<file path="config.mk">
export PLATFORM = sky130hd
export DESIGN_NAME = print_port
export DESIGN_NICKNAME = d
export VERILOG_FILES = /design/src/verilog/soc_pkg.sv /design/src/verilog/print_port.sv
export SDC_FILE = /design/constraint.sdc
export NUM_CORES = 1
export LEC_CHECK = 0
export ABC_CLOCK_PERIOD_IN_PS = 1600
export BUFFER_PORTS_ARGS = -buffer_cell sky130_fd_sc_hd__buf_2
export CAP_MARGIN = 20
export CORE_MARGIN = 3
export CORE_UTILIZATION = 23
export CTS_CLUSTER_SIZE = 10
export DETAILED_ROUTE_END_ITERATION = 10
export PLACE_DENSITY = 0.78
export SLEW_MARGIN = 20
export SYNTH_ARGS = -nofsm -noshare
export SYNTH_HDL_FRONTEND = slang
export SYNTH_SLANG_ARGS = --single-unit
</file>
<file path="constraint.sdc">
create_clock -name clk -period 1.6 [get_ports clk]
set_clock_uncertainty 0.05 [all_clocks]
set_input_delay 0.08 -clock clk [delete_from_list [all_inputs] [get_ports clk]]
set_output_delay 0.08 -clock clk [all_outputs]
set_load 0.1 [all_outputs]
</file>
<file path="src/verilog/soc_pkg.sv">
`default_nettype none

package soc_pkg;

  typedef logic [31:0] word_t;
  typedef logic [3:0] strb_t;
  typedef logic [63:0] mtime_t;

  // One-hot, bit 0 bram, bit 1 print, bit 2 clint
  typedef logic [2:0] slave_sel_t;

  typedef struct packed {
    logic valid;
    logic instr;
    word_t addr;
    word_t wdata;
    strb_t wstrb;
  } mem_req_t;

  typedef struct packed {
    word_t rdata;
    logic ready;
  } mem_rsp_t;

  localparam slave_sel_t sel_bram = 3'b001;
  localparam slave_sel_t sel_print = 3'b010;
  localparam slave_sel_t sel_clint = 3'b100;

  // Memory map
  localparam word_t bram_base = 32'h0000_0000;
  localparam word_t print_base = 32'h0100_0000;
  localparam word_t print_top = 32'h0100_0004;
  localparam word_t clint_base = 32'h0200_0000;
  localparam word_t clint_top = 32'h0200_C000;

  // CLINT register offsets, high words sit 4 bytes above
  localparam word_t msip_off = 32'h0000_0000;
  localparam word_t mtimecmp_off = 32'h0000_4000;
  localparam word_t mtime_off = 32'h0000_BFF8;

endpackage

`default_nettype wire

</file>
<file path="src/verilog/print_port.sv">
`default_nettype none

module print_port (
  input  logic clk,
  input  logic rst,
  input  soc_pkg::mem_req_t req_i,
  output soc_pkg::mem_rsp_t rsp_o,
  output logic char_valid_o,
  output logic [7:0] char_o
);
  import soc_pkg::*;

  logic ready_q;
  logic emit;

  assign emit = req_i.valid && req_i.wstrb[0] && (req_i.addr == '0);

  always_ff @(posedge clk) begin
    if (!rst) begin
      ready_q <= 1'b0;
      char_valid_o <= 1'b0;
    end else begin
      ready_q <= req_i.valid;
      char_valid_o <= emit;
    end
  end

  always_ff @(posedge clk) begin
    if (emit) begin
      char_o <= req_i.wdata[7:0];
    end
  end

  // Reads always see zero
  assign rsp_o = '{rdata: '0, ready: ready_q};

endmodule

`default_nettype wire

</file>
* Word-level counts from Yosys, hierarchy flattened
Index checks and enable logic that the tools add are counted.
** Word-level totals
- Output and inout port bits :: 42
- Flip-flop bits (word level) :: 10
- Input bits :: 72
** Operators by class
- Reduce and logical (&&, ||, !) cells :: 3
** Operator list (number)
- zero test 32 bit :: 1
- logical AND 1 bit :: 2

* Longest topological paths before layout
- Depth after elaboration :: 2
- Depth in mapped cells :: 3

* Worst setup path before layout
OpenSTA, ideal clock, no wires.
- Path kind :: input port to flip-flop
- From :: input req_i[42] (netlist name)
- To :: register char_o[0], enable pin
- Arrival time :: 1.154 ns
- Buffers on the path :: 0
- Stages :: 3
- Required time :: 1.167 ns
- Library setup time :: 0.383 ns
- Path slack :: 0.012 ns
- Cell sequence :: nor4_1 nand4_1 nor3_1
** Between the ends
- Longest elaborated chain between the ends :: 2
** RTL lines
- from (decl) :: line print_port.sv:6 : input soc_pkg::mem_req_t req_i,
- zero test 32 bit :: line print_port.sv:16 : assign emit = req_i.valid && req_i.wstrb[0] && (req_i.addr == '0);
- logical AND 1 bit :: line print_port.sv:16
- named net emit :: line print_port.sv:14 : logic emit;
- to (signal assigned) :: line print_port.sv:30 : char_o <= req_i.wdata[7:0];
- to (decl) :: line print_port.sv:9 : output logic [7:0] char_o
The timed path passes the listed nets, and every way through them passes these cells.
A chain may end at the register's enable or synchronous reset.

* Final worst setup path
- From :: input req_i[69] (netlist name)
- To :: register ready_q
** RTL lines
- to (signal assigned) :: line print_port.sv:23 : ready_q <= req_i.valid;
- to (decl) :: line print_port.sv:13 : logic ready_q;
No word-level cell between the ends.

==> results by group <==
Timing
  • Fmax: 0.777 GHz
  • Hold Violations, Final: 0
  • Fin. max-slew vios: 0
  • Min Hold Slack: 0.00740 ns
  • Setup tns final: 0 ns
  • Final min period: 1.29 ns
  • Unrepaired setup endpoints after global routing: false
  • Worst setup margin: 0.314 ns
  • # setup viols final: 0
  • Final period util: 80.4%

Synth
  • Yosys reg bits: 10
  • Largest cells by area after synthesis: buf_4, edfxtp_1, nor4_1
  • Post-synthesis sequential area ratio: 44.6%
  • Syn Std Cell Area: 628 sq um
  • Unique cell type count in the Yosys netlist: 12
  • Share of the synthesized area in the top cell type: 39.4%
  • Top cell type by total area after synthesis: buf_4
  • Cells after synthesis: 60
  • Mean Syn Cell Area: 10.5 sq um
  • Synth warn: 0

Worst hold path
  • Worst hold start: rst
  • Hold WC Path Type: in2reg

Finish
  • Area grow syn2layout: 50.2%
  • Diode count: 0
  • Layout cell share with drive strength beyond 1: 46.8%
  • Cell area after layout: 943 sq um
  • Final non-filler cell total: 156
  • Fin nets: 199

Worst setup path
  • Setup Crit Path Kind: in2reg
  • Startpoint types: input pin
  • Crit end category: flip-flop
  • Top delay family on crit path: buffers and inverters
  • Slowest CP cell: dlygate4sd3_1
  • Crit path launch: req_i[69]
  • Cells along the critical path: dlygate4sd3_1 -> buf_2 -> and2_1 -> dlygate4sd3_1
  • Slowest cell delay on critical path: 0.54 ns
  • Worst EP required: 1.70 ns
  • Data arrival time of the worst path: 1.39 ns
  • Worst-path fanout max: 2
  • Worst path buffer plus inverter count: 3
  • Most used cell along the critical path: dlygate4sd3_1

Floorplan
  • Die Span Y: 58.3 um
  • Initial Utilization: 24.7%
  • IO Count: 114
  • # rows: 18
  • Die width: 58.3 um
  • Total Die Area: 3390 sq um
  • Core area: 2540 sq um

Placement
  • Place WS: 0.124 ns
  • Placed inst area: 807 sq um
  • Placed Cells: 142
  • HPWL Detailed: 1280 um
  • Port Buf Inserts: 53
  • Gp weighted congestion: 0.699

Power and ir drop
  • P per Cell Area: 969 nW/um^2
  • Peak supply drop: 0.461 mV
  • Lkg Pwr: 0.489 nW

GRT
  • Vias in the first global route: 488
  • GR Overflow Total: 0
  • Gr usage total: 7.73%
  • First-pass GRT wire length: 1900 um
  • Pin count of the biggest net entering global routing: 9
  • Initial antenna violation count: 0

Drt
  • Starting DRT DRC Count: 5
  • Wire per inst: 9.22 um
  • Vias: 570
  • Residual DRC: 0
  • DR pass1 iterations: 2
  • DRT antenna net count: 0
  • Avg Vias per Cell: 3.65
  • Post-Route WL: 1440 um

Clocking
  • Clock H-tree levels: 1
  • CTS buffer count: 3
  • Reg clk slew, reported paths: 0.06 ns
  • Root Buffer: clkbuf_4
  • Clk sinks: 10
  • Cts repair resizes: 0
  • CTS tree: built
  • Clock buffer depth: 2

Job
  • Max capacitance violation total: 0

Outcome
  • Status: finished, final reports clean
## stage by stage
stage	utilization [%]	total power, W
6_report	37.1	0.000914
5_1_grt	37.1	0.000951
4_1_cts	37.1	0.000924
3_5_place_dp	31.7	0.000681
3_3_place_gp	31.7	0.000679
2_1_floorplan	-	0.000691
## layer usage
metal | global-route usage (%) | routed length [um]
met1 | 5.96 | 386
met2 | 15.2 | 798
met3 | 2.67 | 224
met4 | 5.96 | 29
met5 | 0 | 0
## cell families (layout without fill, tap and decap cells)
logic type             count (synthesis)  in the layout  synth area share, %
buffers and inverters                 34             69                 40.0
flip-flops                            10             10                 44.6
other                                  1             32                0.597
AND/OR/NAND/NOR                       15             15                 14.7
## worst min-delay path: stages
cell and delay [ns]:
buf_2 0.10, inv_1 0.05, nor4_2 0.04
## timing repair
action                                 4_1_cts  5_1_grt
endpoints found under the hold margin        9        0
setup buffers                                0        0
setup endpoints to repair                    0        0
hold buffers                                10        0
## final timing paths
path,endpoint,slack [ns],cells after the start
worst max-delay path,ready_q,0.31,4
worst min-delay path,char_valid_o,0.007,3
## report_power, final
part	leakage (nW)	internal [W]	switching [W]
clock network	0.0210	0.000138	0.0000803
logic	0.380	0.0000567	0.000357
registers	0.0883	0.000282	0.000000394
total	0.489	0.000476	0.000438
## final cells by class
cell class	count	area (sq um)
Clock buffer	4	36.3
Fill cell	260	1600
Inverter	1	3.75
Multi-Input combinational cell	47	213
Sequential cell	10	280
Tap cell	30	37.5
Timing Repair Buffer	64	373
## cell usage after synthesis
| cell type | count |
|---|---|
| inv_1 | 1 |
| edfxtp_1 | 8 |
| nand4_1 | 2 |
| and2_1 | 1 |
| nor4_2 | 1 |
| nand3_1 | 1 |
| conb_1 | 1 |
| nor2_1 | 2 |
| buf_4 | 33 |
| nor4_1 | 7 |
| dfxtp_1 | 2 |
| nor3_1 | 1 |
## cells in the final DEF, fill, tap and decap left out
| cell | synthesis | routed |
|---|---|---|
| buf_2 | 0 | 53 |
| conb_1 | 1 | 32 |
| dlygate4sd3_1 | 0 | 10 |
| edfxtp_1 | 8 | 8 |
| nor4_1 | 7 | 7 |
| clkbuf_4 | 0 | 3 |
| nor2_1 | 2 | 2 |
| nand4_1 | 2 | 2 |
| dfxtp_1 | 2 | 2 |
| nand3_1 | 1 | 1 |
| nor3_1 | 1 | 1 |
| inv_1 | 1 | 1 |
| nor4_2 | 1 | 1 |
| and2_1 | 1 | 1 |
| clkbuf_8 | 0 | 1 |
| buf_4 | 33 | 1 |
## state kept, by name (all words and copies together) (netlist names)
register,count
ready_q,1
char_valid_o,1
char_o,8
No activity file was read; power rests on OpenSTA's default activity.
