--- src/verilog/soc_pkg.sv ---
`default_nettype none

package soc_pkg;

  typedef logic [31:0] word_t;
  typedef logic [3:0] strb_t;
  typedef logic [63:0] mtime_t;

  // One-hot, bit 0 bram, bit 1 print, bit 2 clint
  typedef logic [2:0] slave_sel_t;

  typedef struct packed {
    logic valid;
    logic instr;
    word_t addr;
    word_t wdata;
    strb_t wstrb;
  } mem_req_t;

  typedef struct packed {
    word_t rdata;
    logic ready;
  } mem_rsp_t;

  localparam slave_sel_t sel_bram = 3'b001;
  localparam slave_sel_t sel_print = 3'b010;
  localparam slave_sel_t sel_clint = 3'b100;

  // Memory map
  localparam word_t bram_base = 32'h0000_0000;
  localparam word_t print_base = 32'h0100_0000;
  localparam word_t print_top = 32'h0100_0004;
  localparam word_t clint_base = 32'h0200_0000;
  localparam word_t clint_top = 32'h0200_C000;

  // CLINT register offsets, high words sit 4 bytes above
  localparam word_t msip_off = 32'h0000_0000;
  localparam word_t mtimecmp_off = 32'h0000_4000;
  localparam word_t mtime_off = 32'h0000_BFF8;

endpackage

`default_nettype wire

--- src/verilog/port_decoder.sv ---
`default_nettype none

module port_decoder #(
  parameter int unsigned bram_words = 1024,
  parameter soc_pkg::word_t host_addr = 32'h0000_1000
) (
  input  soc_pkg::mem_req_t req_i,
  output soc_pkg::slave_sel_t sel_o,
  output soc_pkg::mem_req_t req_o
);
  import soc_pkg::*;

  localparam word_t bram_top = word_t'(bram_words * 4);

  word_t base;

  // Unsigned window test, also correct for a base of 0
  function automatic logic in_region(word_t addr, word_t lo, word_t hi);
    return (addr - lo) < (hi - lo);
  endfunction

  always_comb begin
    sel_o = '0;
    base = '0;
    if (in_region(req_i.addr, clint_base, clint_top)) begin
      sel_o = sel_clint;
      base = clint_base;
    end else if (in_region(req_i.addr, print_base, print_top)) begin
      sel_o = sel_print;
      base = print_base;
    end else if (in_region(req_i.addr, bram_base, bram_top)) begin
      sel_o = sel_bram;
      base = bram_base;
    end else if (req_i.addr == host_addr) begin
      sel_o = sel_bram;
      base = '0;
    end

    req_o = req_i;
    req_o.addr = req_i.addr - base;

    if (!req_i.valid) begin
      sel_o = '0;
      req_o = '0;
    end
  end

endmodule

`default_nettype wire

--- config.mk ---
export PLATFORM = sky130hd
export DESIGN_NAME = port_decoder
export DESIGN_NICKNAME = d
export VERILOG_FILES = /design/src/verilog/soc_pkg.sv /design/src/verilog/port_decoder.sv
export SDC_FILE = /design/constraint.sdc
export NUM_CORES = 1
export LEC_CHECK = 0
export BUFFER_PORTS_ARGS = -buffer_cell sky130_fd_sc_hd__buf_4
export CAP_MARGIN = 20
export CORE_MARGIN = 4
export CORE_UTILIZATION = 32
export DETAILED_ROUTE_END_ITERATION = 8
export PLACE_DENSITY = 0.9
export SETUP_SLACK_MARGIN = 0.4
export SLEW_MARGIN = 20
export SYNTH_ARGS = -nofsm -noshare
export SYNTH_HDL_FRONTEND = slang
export SYNTH_SLANG_ARGS = --single-unit
--- constraint.sdc ---
create_clock -name vclk -period 12.9
set_input_delay 3.225 -clock vclk [all_inputs]
set_output_delay 3.225 -clock vclk [all_outputs]
set_load 0.1 [all_outputs]
# After elaboration in Yosys (flattened, before gate mapping)
# Cells that the tools add are included.
[word_totals] ff_bits=0 inputBits=70 out_inout_bits=73 elab_cells=15
[op_classes] addsub=3 n_lt_le_gt_ge=3 n_eq_ne=1 mux=8
[ops] operator="70-bit 2-to-1 mux" n=1
[ops] operator="32-bit by 13-bit == test with 1-bit output, second input constant" n=1
[ops] operator="32-bit by 13-bit < comparator with 1-bit output, second input constant" n=1
[ops] operator="32-bit by 16-bit < comparator with 1-bit output, second input constant" n=1
[ops] operator="32-bit by 3-bit < comparator with 1-bit output, second input constant" n=1
[ops] operator="32-bit by 25-bit subtractor with 32-bit output, second input constant" n=1
[ops] operator="32-bit by 26-bit subtractor with 32-bit output, second input constant" n=1
[ops] operator="32-bit subtractor" n=1
[ops] operator="26-bit 2-to-1 mux" n=1
[ops] operator="25-bit 2-to-1 mux" n=1
[ops] operator="3-bit 2-to-1 mux" n=2
[ops] operator="1-bit 2-to-1 mux" n=2
[ops] operator="2-bit 2-to-1 mux" n=1

# Logic depth before layout (Yosys ltp)
# Gate-level depths: netlist of the first run.
[logic_depth] ltp_word=6 mapped_depth=13 ltp_nobuf=13

# Least setup slack after synthesis of the first run
# OpenSTA, ideal clock, no wires.
[synth_path] path_kind="input to output" from="input req_i[62] (netlist bit)" to="output sel_o[0]" arrival_ns=6.284 t_required_ns=9.675 setup_slack_ns=3.391 path_stages=3 cell_sequence="or4_1 or3_2 nor3_1"
[synth_via] elab_chain_len=6 elab_cells_between_ends=11 cone_classes="add/sub (2); order compare (3); eq/ne (1); mux (5)"
[synth_rtl] element="from (decl)" line_no="port_decoder.sv:7" text="input soc_pkg::mem_req_t req_i,"
[synth_rtl] element="parallel branches: the longest is 4 deep, another holds 32-bit by 25-bit subtractor with 32-bit output"
[synth_rtl] element="3-bit 2-to-1 mux *" line_no="port_decoder.sv:25" text="if (in_region(req_i.addr, clint_base, clint_top)) begin"
[synth_rtl] element="3-bit 2-to-1 mux *" line_no="port_decoder.sv:42" text="if (!req_i.valid) begin"
[synth_rtl] element="to (decl)" line_no="port_decoder.sv:8" text="output soc_pkg::slave_sel_t sel_o,"
# Every way passes the cells marked *.

==> results.toml, run 1 <==
[drt]
vias = 1396
wl_met1_um = 1431
met2_length_um = 2247
drt-total-wl_um = 4131
top_layer_used = "met3"
drc = 0
drt-initial-drc-count = 27
first_pass_iters = 4
dr_wl_met3_um = 453
drtAntennaViolNets = 0
wl_per_cell_um = 13.72
routed_via_density = 4.638

[synth]
syn-instance-count = 138
yosysUniqueCellTypes = 32
yosysMostFrequentCell = "and2_1"
syn_area_um2 = 884.6
synth_common_cells = "and2_1 (67), clkbuf_1 (8), nor3_1 (7)"
avgSynthCellArea_um2 = 6.410
synth_top_area_share = 0.4738
yosys_warnings = 0
synth_area_leader_cell = "and2_1"
synth_area_leaders = "and2_1 (47%), ha_1 (5.7%), nor3_1 (4.0%)"
syn_nets = 213
yosysSeqAreaShare = 0

[floorplanning]
start_util = 0.3476
ios = 143
fp-row-count = 18
core_area_mm2 = 0.002545
die_y_um = 60.58
die_x_um = 60.58
die_area_mm2 = 0.003669

[global_routing]
grt_pass1_wl_um = 5823
grt_pass1_vias = 1254
gr-total-overflow = 0
grt_max_degree = 74
grtUsageTotal = 0.1998
antenna_found_initial = 0

[critical_path]
critPathTopFamily = "simple AND/OR/NAND/NOR gates"
slowest_delay_ns = 0.39
crit_buf_inv = 4
worstSetupStartpointType = "input pin"
worst-setup-path-type = "input pin to output pin"
crit_path_end_kind = "output pin"
required_ns = 9.68
crit_arrival_ns = 6.20
cpMaxStageDelayCell = "or3b_4"
crit_fanout = 7
crit_path_cell_trace = "buf_4 > inv_1 > ha_1 > or3b_4 > a211o_1 > nor4b_2 > and2_2 > ha_1 > inv_1 > fa_1 > nor3_1 > xor2_1 > and2_1 > buf_4"

[pwr]
power_switching_mw = 0.1033
power_mw = 0.1393
power_density_mw_per_mm2 = 71.30
p_comb_frac = 1.000
clkPwrFrac = 0
leakagePower_nw = 1.039
ir_worst_vdd_mv = 0.06505
swShare = 0.7417
p_int_mw = 0.03597
p_seq_frac = 0

[sta]
worstMarginPinSlew_ns = 0.4666
finalCritPeriodShare = 0.7308
fmax_mhz = 106.1
grt_setup_unrepaired = "no"
whs_ns = 6.905
setup_violations = 0
finalSetupTns_ns = 0
finalHoldViolCount = 0
slew_headroom = 0.6809
slew_viol_final = 0
setup_slack_ns = 3.472
fin_crit_ns = 9.428

[place]
place_inst = 301
place.port_buffers = 143
dp_hpwl_um = 3595
routabilityCongestion = 0.8553
dp_worst_setup_slack_ns = 3.457

[min_path]
hp-class = "input pin to output pin"

[final_layout]
nets = 348
clkbuf_count = 0
fin_cells = 301
seq_cell_count = 0
synthToLayoutAreaGrowth_pct = 120.8
ff_latch_area_um2 = 0
fillers = 206
drive_gt1_frac = 0.5461
diodes = 0

[run_status]
outcome = "finished, final reports clean"

[clock_tree]
post_cts_resize_count = 0
post-cts-setup-buffers = 0
cts_hold_buffers = 0

[job]
maxCapViolCount = 0
cell type report:
cell class,instances,area [µm²],area share
timing repair buffer,143,1074,0.5496
multi-input combinational,124,827.0,0.4234
tap,30,37.54,0.01922
inverter,4,15.01,0.007687
routing by layer:
layer | track usage | up-vias
li1 | - | 718
met2 | 0.4275 | 76
met5 | 0 | -
met3 | 0.02979 | 0
met4 | 0 | 0
met1 | 0.2117 | 602
layout by cell type (no fill, tap or decap), types with 2 or more instances in the layout:
master	Yosys	final
nor2_1	6	6
nor3_1	7	7
and3_1	2	2
ha_1	4	4
nor4_1	3	3
nand2_1	5	5
and2_1	67	67
inv_1	4	4
xnor2_1	4	4
nand3_1	4	4
buf_4	1	143
a211o_1	2	2
and2_2	2	2
xor2_1	2	2
power groups by stage:
stage	Combinational [mW]	Clock, mW	Sequential [mW]
after floorplan	0.102	0	0
after global placement	0.139	0	0
after detailed placement	0.140	0	0
after CTS	0.140	0	0
after global routing	0.144	0	0
final	0.139	0	0
kinds of logic after synthesis:
group                    synth area share
adder cells (fa/ha/maj)           0.07921
AND/OR/NAND/NOR                    0.7129
AO/OA/AOI/OAI                     0.08347
buffers and inverters             0.06506
XOR/XNOR                          0.05941
final timing paths:
check        end  slack (ns)  cells past startpoint      start
max    req_o[64]        3.47                     14  req_i[61]
min     sel_o[0]        6.91                      4  req_i[49]
metrics by stage:
stage | instance area (µm²) | util
after global routing | 1953 | 0.7675
after CTS | 1953 | 0.7675
after detailed placement | 1953 | 0.7675
after floorplan | 884.6 | -
after global placement | 1953 | 0.7675
final | 1953 | 0.7675
tightest hold or removal path: cells and delay by family:
kind | cells | cell delay, ns
AND/OR/NAND/NOR | 2 | 0.14
buffers and inverters | 2 | 0.31
Note: power is estimated with default switching activity, not from simulation.
==> run 2: changes to the inputs <==
--- a/config.mk
+++ b/config.mk
@@ -8,9 +8,9 @@
 export BUFFER_PORTS_ARGS = -buffer_cell sky130_fd_sc_hd__buf_4
 export CAP_MARGIN = 20
 export CORE_MARGIN = 4
-export CORE_UTILIZATION = 32
+export CORE_UTILIZATION = 30
 export DETAILED_ROUTE_END_ITERATION = 8
-export PLACE_DENSITY = 0.9
+export PLACE_DENSITY = 0.85
 export SETUP_SLACK_MARGIN = 0.4
 export SLEW_MARGIN = 20
 export SYNTH_ARGS = -nofsm -noshare
==> constraint.sdc (replaced) <==
create_clock -name vclk -period 9.55
set_input_delay 2.3875 -clock vclk [all_inputs]
set_output_delay 2.3875 -clock vclk [all_outputs]
set_load 0.1 [all_outputs]
==> run 2 against run 1 <==
Net effect: final cell count grew 0.33%; first-iteration DRC count is 30% higher; critical path depth is 1 higher; design area about the same; flip-flop and latch count unchanged; hold slack lost 1.7 ns; via count unchanged.
==> results.toml, run 2 (same netlist as run 1, synthesis figures left out) <==
[global_routing]
antenna_found_initial = 0
grt_max_degree = 74
grtUsageTotal = 0.1924
gr-total-overflow = 0
grt_pass1_wl_um = 6541
grt_pass1_vias = 1333

[floorplanning]
ios = 143
core_area_mm2 = 0.002781
die_area_mm2 = 0.003881
fp-row-count = 19
die_x_um = 62.30
start_util = 0.3180
die_y_um = 62.30

[sta]
finalHoldViolCount = 0
slew_viol_final = 0
finalSetupTns_ns = 0
setup_violations = 0
finalCritPeriodShare = 0.8215
slew_headroom = 0.6637
fin_crit_ns = 7.845
grt_setup_unrepaired = "no"
worstMarginPinSlew_ns = 0.4917
fmax_mhz = 127.5

[place]
place.port_buffers = 143
place_inst = 302
dp_hpwl_um = 3552
routabilityCongestion = 0.8542

[final_layout]
final_common_cell = "buf_4"
fin_cells = 302
synthToLayoutAreaGrowth_pct = 120.9
drive_gt1_frac = 0.5461
ff_latch_area_um2 = 0
clkbuf_count = 0
seq_cell_count = 0
nets = 348
multi_input_area_um2 = 827.0
diodes = 0
fillers = 268
final_cell_mix = "buf_4 (143), and2_1 (67), nor3_1 (7)"

[pwr]
leakagePower_nw = 1.039
power_switching_mw = 0.1395
p_comb_frac = 1.000
p_int_mw = 0.04864
ir_worst_vdd_mv = 0.09639
p_seq_frac = 0
swShare = 0.7414
clkPwrFrac = 0
power_density_mw_per_mm2 = 96.27

[critical_path]
critPathTopFamily = "simple AND/OR/NAND/NOR gates"
required_ns = 7.16
crit_path_end_kind = "output pin"
crit_fanout = 7
crit_path_cell_trace = "buf_4 > inv_1 > ha_1 > or3b_4 > a211o_1 > nor4b_2 > and2_2 > ha_1 > inv_1 > fa_1 > nor2_1 > nand2_1 > xnor2_1 > and2_1 > buf_4"
cpMaxStageDelayCell = "or3b_4"
crit_buf_inv = 4
worst-setup-path-type = "input pin to output pin"
worstSetupStartpointType = "input pin"
slowest_delay_ns = 0.39
crit_arrival_ns = 5.46

[drt]
wl_per_cell_um = 13.52
drt-total-wl_um = 4082
vias = 1396
drtAntennaViolNets = 0
first_pass_iters = 4
routed_via_density = 4.623
drc = 0
drt-initial-drc-count = 35

[min_path]
hp-class = "input pin to output pin"

[job]
maxCapViolCount = 0

[clock_tree]
cts_hold_buffers = 0
post_cts_resize_count = 0
post-cts-setup-buffers = 0

[run_status]
outcome = "finished, final reports clean"
-- run 2: cell counts in the layout (fill, tap and decap cells not counted) --
No cell type changed its count.
-- run 2: final cells by class --
cell class | instances | area share
Multi-Input combinational cell | 124 | 0.4232
Inverter | 4 | 0.007682
Timing Repair Buffer | 143 | 0.5493
Tap cell | 31 | 0.01985
-- run 2: routing by layer --
layer	GRT usage	vias up	routed length [µm]
met5	0	-	0
met4	0.01326	0	18
met3	0.05766	2	416
met2	0.3472	78	2069
met1	0.2319	597	1577
li1	-	719	-
-- run 2: power by group through the flow --
stage	Combinational [mW]	Sequential [mW]	Clock, mW
detailed placement	0.189	0	0
floorplan	0.137	0	0
global route	0.195	0	0
CTS	0.189	0	0
finish	0.188	0	0
global placement	0.188	0	0
-- run 2: stage by stage --
step | hold slack, ns | area, µm² | power [mW] | setup slack [ns] | utilization
after floorplan | 4.987 | 884.6 | 0.1371 | 1.716 | -
after detailed placement | 5.232 | 1954 | 0.1890 | 1.705 | 0.7027
after global routing | 5.241 | 1954 | 0.1950 | 1.418 | 0.7027
after CTS | 5.234 | 1954 | 0.1891 | 1.698 | 0.7027
after global placement | 5.232 | 1954 | 0.1879 | 1.864 | 0.7027
final | 5.230 | 1954 | 0.1881 | 1.705 | 0.7027
-- run 2: path summary, 6_finish.rpt --
check	slack, ns	startpoint	to	depth (start not counted)
setup / recovery	1.70	req_i[61]	req_o[66]	15
hold / removal	5.23	req_i[49]	sel_o[0]	4
-- run 2: tightest hold or removal path, delay by kind of cell --
family	cells	cell delay (ns)
buf+inv	2	0.31
simple gates	2	0.14
