--- src/verilog/soc_pkg.sv ---
`default_nettype none

package soc_pkg;

  typedef logic [31:0] word_t;
  typedef logic [3:0] strb_t;
  typedef logic [63:0] mtime_t;

  // One-hot, bit 0 bram, bit 1 print, bit 2 clint
  typedef logic [2:0] slave_sel_t;

  typedef struct packed {
    logic valid;
    logic instr;
    word_t addr;
    word_t wdata;
    strb_t wstrb;
  } mem_req_t;

  typedef struct packed {
    word_t rdata;
    logic ready;
  } mem_rsp_t;

  localparam slave_sel_t sel_bram = 3'b001;
  localparam slave_sel_t sel_print = 3'b010;
  localparam slave_sel_t sel_clint = 3'b100;

  // Memory map
  localparam word_t bram_base = 32'h0000_0000;
  localparam word_t print_base = 32'h0100_0000;
  localparam word_t print_top = 32'h0100_0004;
  localparam word_t clint_base = 32'h0200_0000;
  localparam word_t clint_top = 32'h0200_C000;

  // CLINT register offsets, high words sit 4 bytes above
  localparam word_t msip_off = 32'h0000_0000;
  localparam word_t mtimecmp_off = 32'h0000_4000;
  localparam word_t mtime_off = 32'h0000_BFF8;

endpackage

`default_nettype wire

--- src/verilog/clint.sv ---
`default_nettype none

module clint (
  input  logic clk,
  input  logic rst,
  input  soc_pkg::mem_req_t req_i,
  output soc_pkg::mem_rsp_t rsp_o,
  output logic msip_o,
  output logic mtip_o,
  output soc_pkg::mtime_t mtime_o
);
  import soc_pkg::*;

  mtime_t mtime_q;
  mtime_t mtime_n;
  mtime_t mtimecmp_q;
  logic msip_q;
  logic ready_q;
  logic wr;
  word_t rdata_n;
  word_t rdata_q;

  assign wr = req_i.valid && (req_i.wstrb != '0);

  always_comb begin
    case (req_i.addr)
      msip_off: rdata_n = {31'b0, msip_q};
      mtimecmp_off: rdata_n = mtimecmp_q[31:0];
      mtimecmp_off + 32'd4: rdata_n = mtimecmp_q[63:32];
      mtime_off: rdata_n = mtime_q[31:0];
      mtime_off + 32'd4: rdata_n = mtime_q[63:32];
      default: rdata_n = '0;
    endcase
  end

  // Software write takes the place of the increment
  always_comb begin
    mtime_n = mtime_q + 64'd1;
    if (wr && req_i.addr == mtime_off) begin
      mtime_n = {mtime_q[63:32], req_i.wdata};
    end else if (wr && req_i.addr == mtime_off + 32'd4) begin
      mtime_n = {req_i.wdata, mtime_q[31:0]};
    end
  end

  always_ff @(posedge clk) begin
    if (!rst) begin
      mtime_q <= '0;
      mtimecmp_q <= '1;
      msip_q <= 1'b0;
      ready_q <= 1'b0;
    end else begin
      mtime_q <= mtime_n;
      ready_q <= req_i.valid;
      if (wr && req_i.addr == msip_off) begin
        msip_q <= req_i.wdata[0];
      end
      if (wr && req_i.addr == mtimecmp_off) begin
        mtimecmp_q[31:0] <= req_i.wdata;
      end
      if (wr && req_i.addr == mtimecmp_off + 32'd4) begin
        mtimecmp_q[63:32] <= req_i.wdata;
      end
    end
  end

  always_ff @(posedge clk) begin
    if (req_i.valid) begin
      rdata_q <= rdata_n;
    end
  end

  assign rsp_o = '{rdata: rdata_q, ready: ready_q};
  assign msip_o = msip_q;
  assign mtip_o = (mtime_q >= mtimecmp_q);
  assign mtime_o = mtime_q;

endmodule

`default_nettype wire

--- config.mk ---
export PLATFORM = sky130hd
export DESIGN_NAME = clint
export DESIGN_NICKNAME = d
export VERILOG_FILES = /design/src/verilog/soc_pkg.sv /design/src/verilog/clint.sv
export SDC_FILE = /design/constraint.sdc
export NUM_CORES = 1
export LEC_CHECK = 0
export BUFFER_PORTS_ARGS = -buffer_cell sky130_fd_sc_hd__buf_2
export CAP_MARGIN = 15
export CORE_ASPECT_RATIO = 1.5
export CORE_MARGIN = 5
export CORE_UTILIZATION = 40
export DETAILED_ROUTE_END_ITERATION = 7
export GPL_TIMING_DRIVEN = 0
export PLACE_DENSITY = 0.71
export SETUP_SLACK_MARGIN = 0.5
export SLEW_MARGIN = 20
export SYNTH_ARGS = -nofsm -noshare
export SYNTH_HDL_FRONTEND = slang
export SYNTH_SLANG_ARGS = --single-unit
--- constraint.sdc ---
create_clock -name clk -period 3.5 [get_ports clk]
set_input_delay 0.35 -clock clk [delete_from_list [all_inputs] [get_ports clk]]
set_output_delay 0.35 -clock clk [all_outputs]
set_load 0.01 [all_outputs]
* After elaboration in Yosys (flattened, before gate mapping)
Index checks and enable logic that the tools add are counted.
Cells by class: magnitude comparators 1, equality and inequality tests 5, reductions and logical operators 8, add/subtract/negate cells 1, muxes and demuxes 3
Operator list (count):
- $pmux 32 s5 | 1
- $add 64x1->64 const B | 1
- $eq 32x15->1 const B | 2
- $eq 32x16->1 const B | 2
- $ge 64x64->1 | 1
- $mux 64 | 1
- $logic_not 32->1 | 1
- $mux 32 | 1
- $logic_and 1x1->1 | 6
- $reduce_bool 4->1 | 1
- $ne 2x2->1 const B | 1
Word-level totals: output and inout bits 99, input port bits 72, register bits 162, word-level logic and storage cells 25

* Depth between registers and ports, before layout
Gate-level depths: netlist of run 1.
word-level depth 5, gate-level depth with buffers 9

* Worst setup path after synthesis of run 1
No wires, ideal clock.
path type flip-flop to flip-flop, start register mtime_q[30], in the netlist mtime_o[30], end register mtime_q[54], in the netlist mtime_o[54], buffers on the path 1, stages on the path, launching flop included 8, setup time 0.070 ns, clock period less this slack 2.356 ns, arrival time 2.286 ns, path slack 1.144 ns, cell sequence dfxtp_1 -> nand4_2 -> or2_0 -> buf_6 -> or4_4 -> or4_4 -> xor2_1 -> a21oi_1
Between the ends: cells in the longest elaborated chain, start to end 2
RTL lines:
- start: declaration | RTL line clint.sv:14 | mtime_t mtime_q;
- start signal: assignment | RTL line clint.sv:53 | mtime_q <= mtime_n;
- $add 64x1->64 | RTL line clint.sv:38 | mtime_n = mtime_q + 64'd1;
- $mux 64 | RTL line clint.sv:41 | end else if (wr && req_i.addr == mtime_off + 32'd4) begin
No other way between the ends. The select of a mux whose other input is x is not followed. A chain may end at the register's enable or synchronous reset.

* Worst setup path in the final report of run 1
start register mtime_q[10], in the netlist mtime_o[10], end output port mtip_o
Between the ends: cells in the longest elaborated chain, start to end 1
RTL lines:
- $ge 64x64->1 | RTL line clint.sv:75 | assign mtip_o = (mtime_q >= mtimecmp_q);
- end: declaration | RTL line clint.sv:9 | output logic mtip_o,
No other way between the ends.

==> results.ini, run 1 <==
[outcome]
status=finished, final reports clean

[global_routing]
grt_pass1_vias=10300
globalRoute.totalOverflow=0
grt_antenna_before_repair=0
grt_pass1_wl_microns=64400
grt_max_degree=36
grtUsageTotal_pct=31.4

[placement]
dp.cells=1632
io_buffer_count=169
gp_congestion=1.02
hpwl_microns=32700
place_area_sq_um=11100

[die]
die_area_sq_um=27800
die_h_microns=202
die_width_microns=138
start_util_pct=40.5
pin_count=171
core_sq_um=24300
num_rows=70

[sta]
tightest_slew_ns=1.11
fmax_mhz=320
period_needed_ns=3.12
maxSlewHeadroom_pct=25.2
finalSetupViolCount=0
finalHoldViolations=0
finalMaxSlewViolations=0
period_share_pct=89.3
skew_ns=0.00887
rsz0062_at_grt=yes

[synthesis]
avgSynthCellArea_sq_um=8.63
synth_nets=1275
synthCells=1138
yosysUniqueCellTypes=76
yosysWarnings=0
synth_ff_type=dfxtp_1
syn_area_sq_um=9820
synth_area_leaders=dfxtp_1, edfxtp_1, ha_1
synth_top_area_share_pct=26.5
ys_seq_area_share_pct=36.3
ys_seq_elements=162
synth_edf_count=32
synth.largest_area_cell=dfxtp_1
synthArstFlopShare_pct=0

[clocking]
clock-root-buffer=clkbuf_16
h-tree-depth=4
clock_latency_ns=0.45
cts_tree=done
clock_path_buffers=2
clk_pin_slew_ns=0.07
cts.sinks=162
cts_buffers=17
cts_hold_buf=0

[cells_and_area]
drive_gt1_share_pct=20.6
final_area_sq_um=11800
num-fill-cells=2390
antenna_cells=0
instances_no_fill=1672
area_delta_synth_final_pct=20.5
fin_nets=1472
multiInputGateArea_sq_um=5790
register_area_sq_um=3570

[power]
ir_worst_vdd_v=0.000343
cellLeakagePower_nw=5.34
design_power_total_mw=4.14
power_density_nw_per_um2=350

[drt]
wl_per_cell_microns=26.8
detail-route-antenna-nets=0
firstDrtPassIters=6
drtIter0Drc=1132
totalWireLength_microns=44800
vias=10700
routed_via_density=6.38
drc_errors=0

[critical_path]
endpoint_kind=primary output
worst_setup_path_start_kind=register
worstPathArrival_ns=2.77
crit_type=reg2out
critPathMaxFanout=7
required_ns=3.15
r2r_setup_slack_ns=0.56

[worst_hold_path]
hold_class=in2reg

[run]
drv_cap=0

-- final timing paths --
kind	end	cells after the start	startpoint
setup / recovery	mtip_o	8	mtime_o[10]
hold / removal	mtimecmp_q[38]	3	req_i[10]
setup reg to reg	mtime_o[46]	7	mtime_o[21]
hold reg to reg	mtimecmp_q[18]	2	mtimecmp_q[18]
-- metrics by stage --
stage	util [%]	worst slack (ns)	TNS, ns	hold slack, ns
after floorplan	-	1.14	0	0.462
after detailed placement	45.7	-0.194	-0.483	0.509
after global placement	45.6	-0.303	-2.00	0.504
after CTS	48.4	0.334	0	0.178
after global routing	48.8	0.285	0	0.192
final	48.8	0.375	0	0.190
-- per-layer routing --
layer | wire length (microns) | share of wire, % | vias up | global-route usage, %
met5 | 0 | 0 | - | 0
met4 | 3760 | 8.4 | 0 | 22.8
li1 | - | - | 4716 | -
met2 | 21300 | 48 | 655 | 51.5
met3 | 3900 | 8.7 | 219 | 6.72
met1 | 15800 | 35 | 5073 | 35.4
-- cell type report --
cell class                      instances  share of cell area (%)
Multi-Input combinational cell        839                    48.9
Sequential cell                       162                    30.1
Timing Repair Buffer                  178                    7.74
Clock buffer                           21                    3.89
Tap cell                              324                    3.43
Buffer                                 65                    2.47
Inverter                               72                    2.28
Clock inverter                         11                    1.16
-- kinds of logic after synthesis --
family	synth area share [%]
xor gates and xnor gates	0.535
adders and majority gates	8.28
muxes	7.92
DFF	36.3
AOI/OAI and AO/OA	22.2
and+or+nand+nor	19.2
buffers and inverters	5.64
-- report_power, final --
| part | total [mW] | internal, mW | switching [mW] |
|---|---|---|---|
| clock network | 1.97 | 1.15 | 0.814 |
| logic | 0.255 | 0.0811 | 0.174 |
| registers | 1.92 | 1.91 | 0.00858 |
-- worst max-delay path, cell delays in order (launching register included) --
cell	delay [ns]
dfxtp_1	0.56
ha_1	0.31
and4_1	0.17
a221o_1	0.29
a31oi_1	0.23
o21ai_0	0.23
o211ai_1	0.23
nand4_1	0.13
buf_2	0.18
-- cells in the final DEF (no fill, tap or decap), types with 26 or more instances in the layout --
master and instances:
o22ai_1 32, nand2_1 130, mux2i_1 71, edfxtp_1 32, o211ai_1 72, nor4_1 26, nand3_1 32, dfxtp_1 128
ha_1 65, nor2_1 49, clkbuf_1 29, nand4_1 34, o21ai_0 60, buf_2 194, inv_1 70, a21oi_1 64
-- cells in the mapped netlist (6+ instances only) --
cell type / instances
a211oi_1: 15
a21o_1: 11
a21oi_1: 64
a31oi_1: 13
and2_1: 10
and3_1: 8
buf_1: 9
buf_2: 23
clkbuf_1: 31
dfxtp_1: 130
edfxtp_1: 32
ha_1: 65
inv_1: 70
mux2_2: 6
mux2i_1: 71
nand2_1: 130
nand3_1: 32
nand4_1: 34
nor2_1: 50
nor3_1: 26
nor4_1: 31
o211ai_1: 72
o21ai_0: 60
o22ai_1: 32
o31a_1: 6
-- sequential cells by signal (all words and copies together), names as in the netlist --
signal and cells:
mtime_o 64, ready_q 1, msip_o 1, mtimecmp_q 64
rdata_q 32
-- timing repair --
item | CTS | global route
setup buffers | 1 | 7
pin swaps | 3 | 6
setup endpoints to repair | 32 | 15
resized for setup | 6 | 10
Power figures use the tool's default switching activity.
==> run 2, diff against run 1 <==
Settings changed: BUFFER_PORTS_ARGS -buffer_cell sky130_fd_sc_hd__buf_2 to -buffer_cell sky130_fd_sc_hd__clkbuf_2.
==> results.ini, run 2 (synthesis results as in run 1) <==
[die]
die_area_sq_um=27800  ; unchanged
start_util_pct=40.5  ; unchanged
core_sq_um=24300  ; unchanged
num_rows=70  ; unchanged
die_h_microns=202  ; unchanged
pin_count=171  ; unchanged
die_width_microns=138  ; unchanged

[cells_and_area]
register_area_sq_um=3580  ; +0.42%
antenna_cells=0  ; unchanged
area_delta_synth_final_pct=21.1
multiInputGateArea_sq_um=5830  ; +0.67%
layout_commonest_cell=clkbuf_2
num-fill-cells=2387  ; -0.13%
final_area_sq_um=11900  ; +0.45%
fin_nets=1471  ; -0.068%
drive_gt1_share_pct=21.8  ; +1.1 points
layout_common_cells=clkbuf_2, nand2_1, dfxtp_1

[drt]
wl_per_cell_microns=27.0  ; +0.58%
routed_via_density=6.43  ; +0.83%
drtIter0Drc=1238  ; +9.4%
vias=10700  ; +0.77%
totalWireLength_microns=45100  ; +0.52%
firstDrtPassIters=6  ; unchanged
drc_errors=0  ; unchanged
detail-route-antenna-nets=0  ; unchanged

[run]
drv_cap=0  ; unchanged

[global_routing]
globalRoute.totalOverflow=0  ; unchanged
grt_max_degree=36  ; unchanged
grt_pass1_vias=10500  ; +2.3%
grt_pass1_wl_microns=65800  ; +2.1%
grt_use_met3_pct=6.05  ; -0.67 points
use_met2_pct=52.8  ; +1.4 points
grt_antenna_before_repair=0  ; unchanged
grtUsageTotal_pct=31.9  ; +0.52 points
use_met1_pct=35.7  ; +0.26 points
busiest_layer=met2

[critical_path]
critPathMaxFanout=7  ; unchanged
worst_setup_path_start_kind=register
critPathMaxStageDelay_ns=0.41  ; -0.15 ns
cp_cell_sequence=ha_1 > nand4_1 > nor4_4 > nand2_1 > o211ai_1 > a31oi_1 > nand4_1 > clkbuf_2
cpMostUsedCell=nand4_1
r2r_setup_slack_ns=0.57  ; about the same
endpoint_kind=primary output
r2r_start=mtime_o[16]
worstPathArrival_ns=2.66  ; -0.11 ns
rr_endpoint=mtime_o[51]
slowest_stage=dfxtp_1
crit_type=reg2out
rr_worst_depth=6  ; -1
required_ns=3.15  ; about the same

[sta]
period_share_pct=85.9  ; -3.4 points
fmax_mhz=333  ; +4.0%
skew_ns=0.00686  ; -0.00201 ns
finalMaxSlewViolations=0  ; unchanged
finalSetupViolCount=0  ; unchanged
fin_setup_tns_ns=0  ; unchanged
rsz0062_at_grt=yes
finalHoldViolations=0  ; unchanged
maxSlewHeadroom_pct=18.0  ; -7.2 points
tightest_slew_ns=1.23  ; +0.120 ns
period_needed_ns=3.01  ; -0.120 ns

[worst_hold_path]
holdPathEnd=mtime_o[5]
min_from=req_i[9]
hold_class=in2reg
hold_depth=3  ; unchanged

[power]
intPower_mw=3.12  ; -0.97%
ir_worst_vdd_v=0.000357  ; +4.2%
seqPwrFrac_pct=46.4  ; about the same
p_sw_share_pct=24.7  ; +0.66 points
power.share.clock_pct=47.3  ; -0.2 points
p_switching_mw=1.02  ; +2.6%
power_density_nw_per_um2=348  ; -0.56%
comb_power_share_pct=6.3  ; about the same
cellLeakagePower_nw=5.34  ; about the same

[clocking]
clock_path_buffers=2  ; unchanged
clk_pin_slew_ns=0.07  ; about the same
cts_tree=done
cts_buffers=17  ; unchanged
clock-root-buffer=clkbuf_16
cts.sinks=162  ; unchanged
h-tree-depth=4  ; unchanged
clock_latency_ns=0.44  ; about the same

[placement]
hpwl_microns=32700  ; +0.13%
place_area_sq_um=11100  ; about the same
io_buffer_count=169  ; unchanged
gp_congestion=1.02  ; +0.21%

[outcome]
status=finished, final reports clean

==> run 2: critical path, delay by kind of cell, from the launching register on <==
kind	cells	cell delay, ns
fa+ha+maj	1	0.35
simple gates	4	0.87
compound gates	2	0.41
buf+inv	1	0.15
flops	1	0.41
==> run 2: timing repair <==
action	CTS	global route
hold buffers	0	0
buffers inserted	3	4
setup endpoints to repair	38	8
gates resized for setup	7	26
pin swaps	3	3
cloned	0	0
==> run 2: metrics by stage <==
| step | worst slack, ns | hold WS (ns) | util [%] | total power [mW] | std cells |
|---|---|---|---|---|---|
| global route | 0.409 | 0.215 | 49.0 | 4.22 | 1671 |
| CTS | 0.193 | 0.166 | 48.5 | 4.14 | 1667 |
| global placement | -0.484 | 0.504 | 45.6 | 2.21 | 1631 |
| floorplan | 1.14 | 0.462 | - | 2.06 | 1138 |
| detailed placement | -0.252 | 0.510 | 45.7 | 2.21 | 1632 |
| finish | 0.495 | 0.181 | 49.0 | 4.14 | 1671 |
==> run 2: area by class of cell <==
type / instances / area share (%)
Clock buffer: 22 / 4.35
Clock inverter: 10 / 0.779
Tap cell: 324 / 3.41
Inverter: 72 / 2.27
Sequential cell: 162 / 30.1
Timing Repair Buffer: 177 / 7.62
Buffer: 65 / 2.45
Multi-Input combinational cell: 839 / 49.0
==> run 2: worst max-delay path by stage <==
stage | startpoint | to | slack (ns) | cells past startpoint
after global routing | mtime_o[62] | mtip_o | 0.41 | 8
after CTS | mtime_o[47] | mtip_o | 0.19 | 8
after global placement | req_i[69] | mtime_o[2] | -0.48 | 6
final | mtime_o[41] | mtip_o | 0.49 | 8
after detailed placement | req_i[69] | mtime_o[40] | -0.25 | 8
after floorplan | mtime_o[30] | mtime_o[54] | 1.14 | 7
==> run 2: power groups by stage <==
stage	Sequential, mW	Clock [mW]	Combinational [mW]
finish	1.92	1.96	0.259
global route	1.92	2.03	0.271
CTS	1.92	1.97	0.252
detailed placement	1.96	0	0.250
global placement	1.96	0	0.249
floorplan	1.97	0	0.0923
==> run 2: per-layer routing <==
metal	up-vias	part of all wire [%]
met5	-	0
met4	0	8.8
met3	229	9.1
met2	666	47
met1	5125	35
li1	4725	-
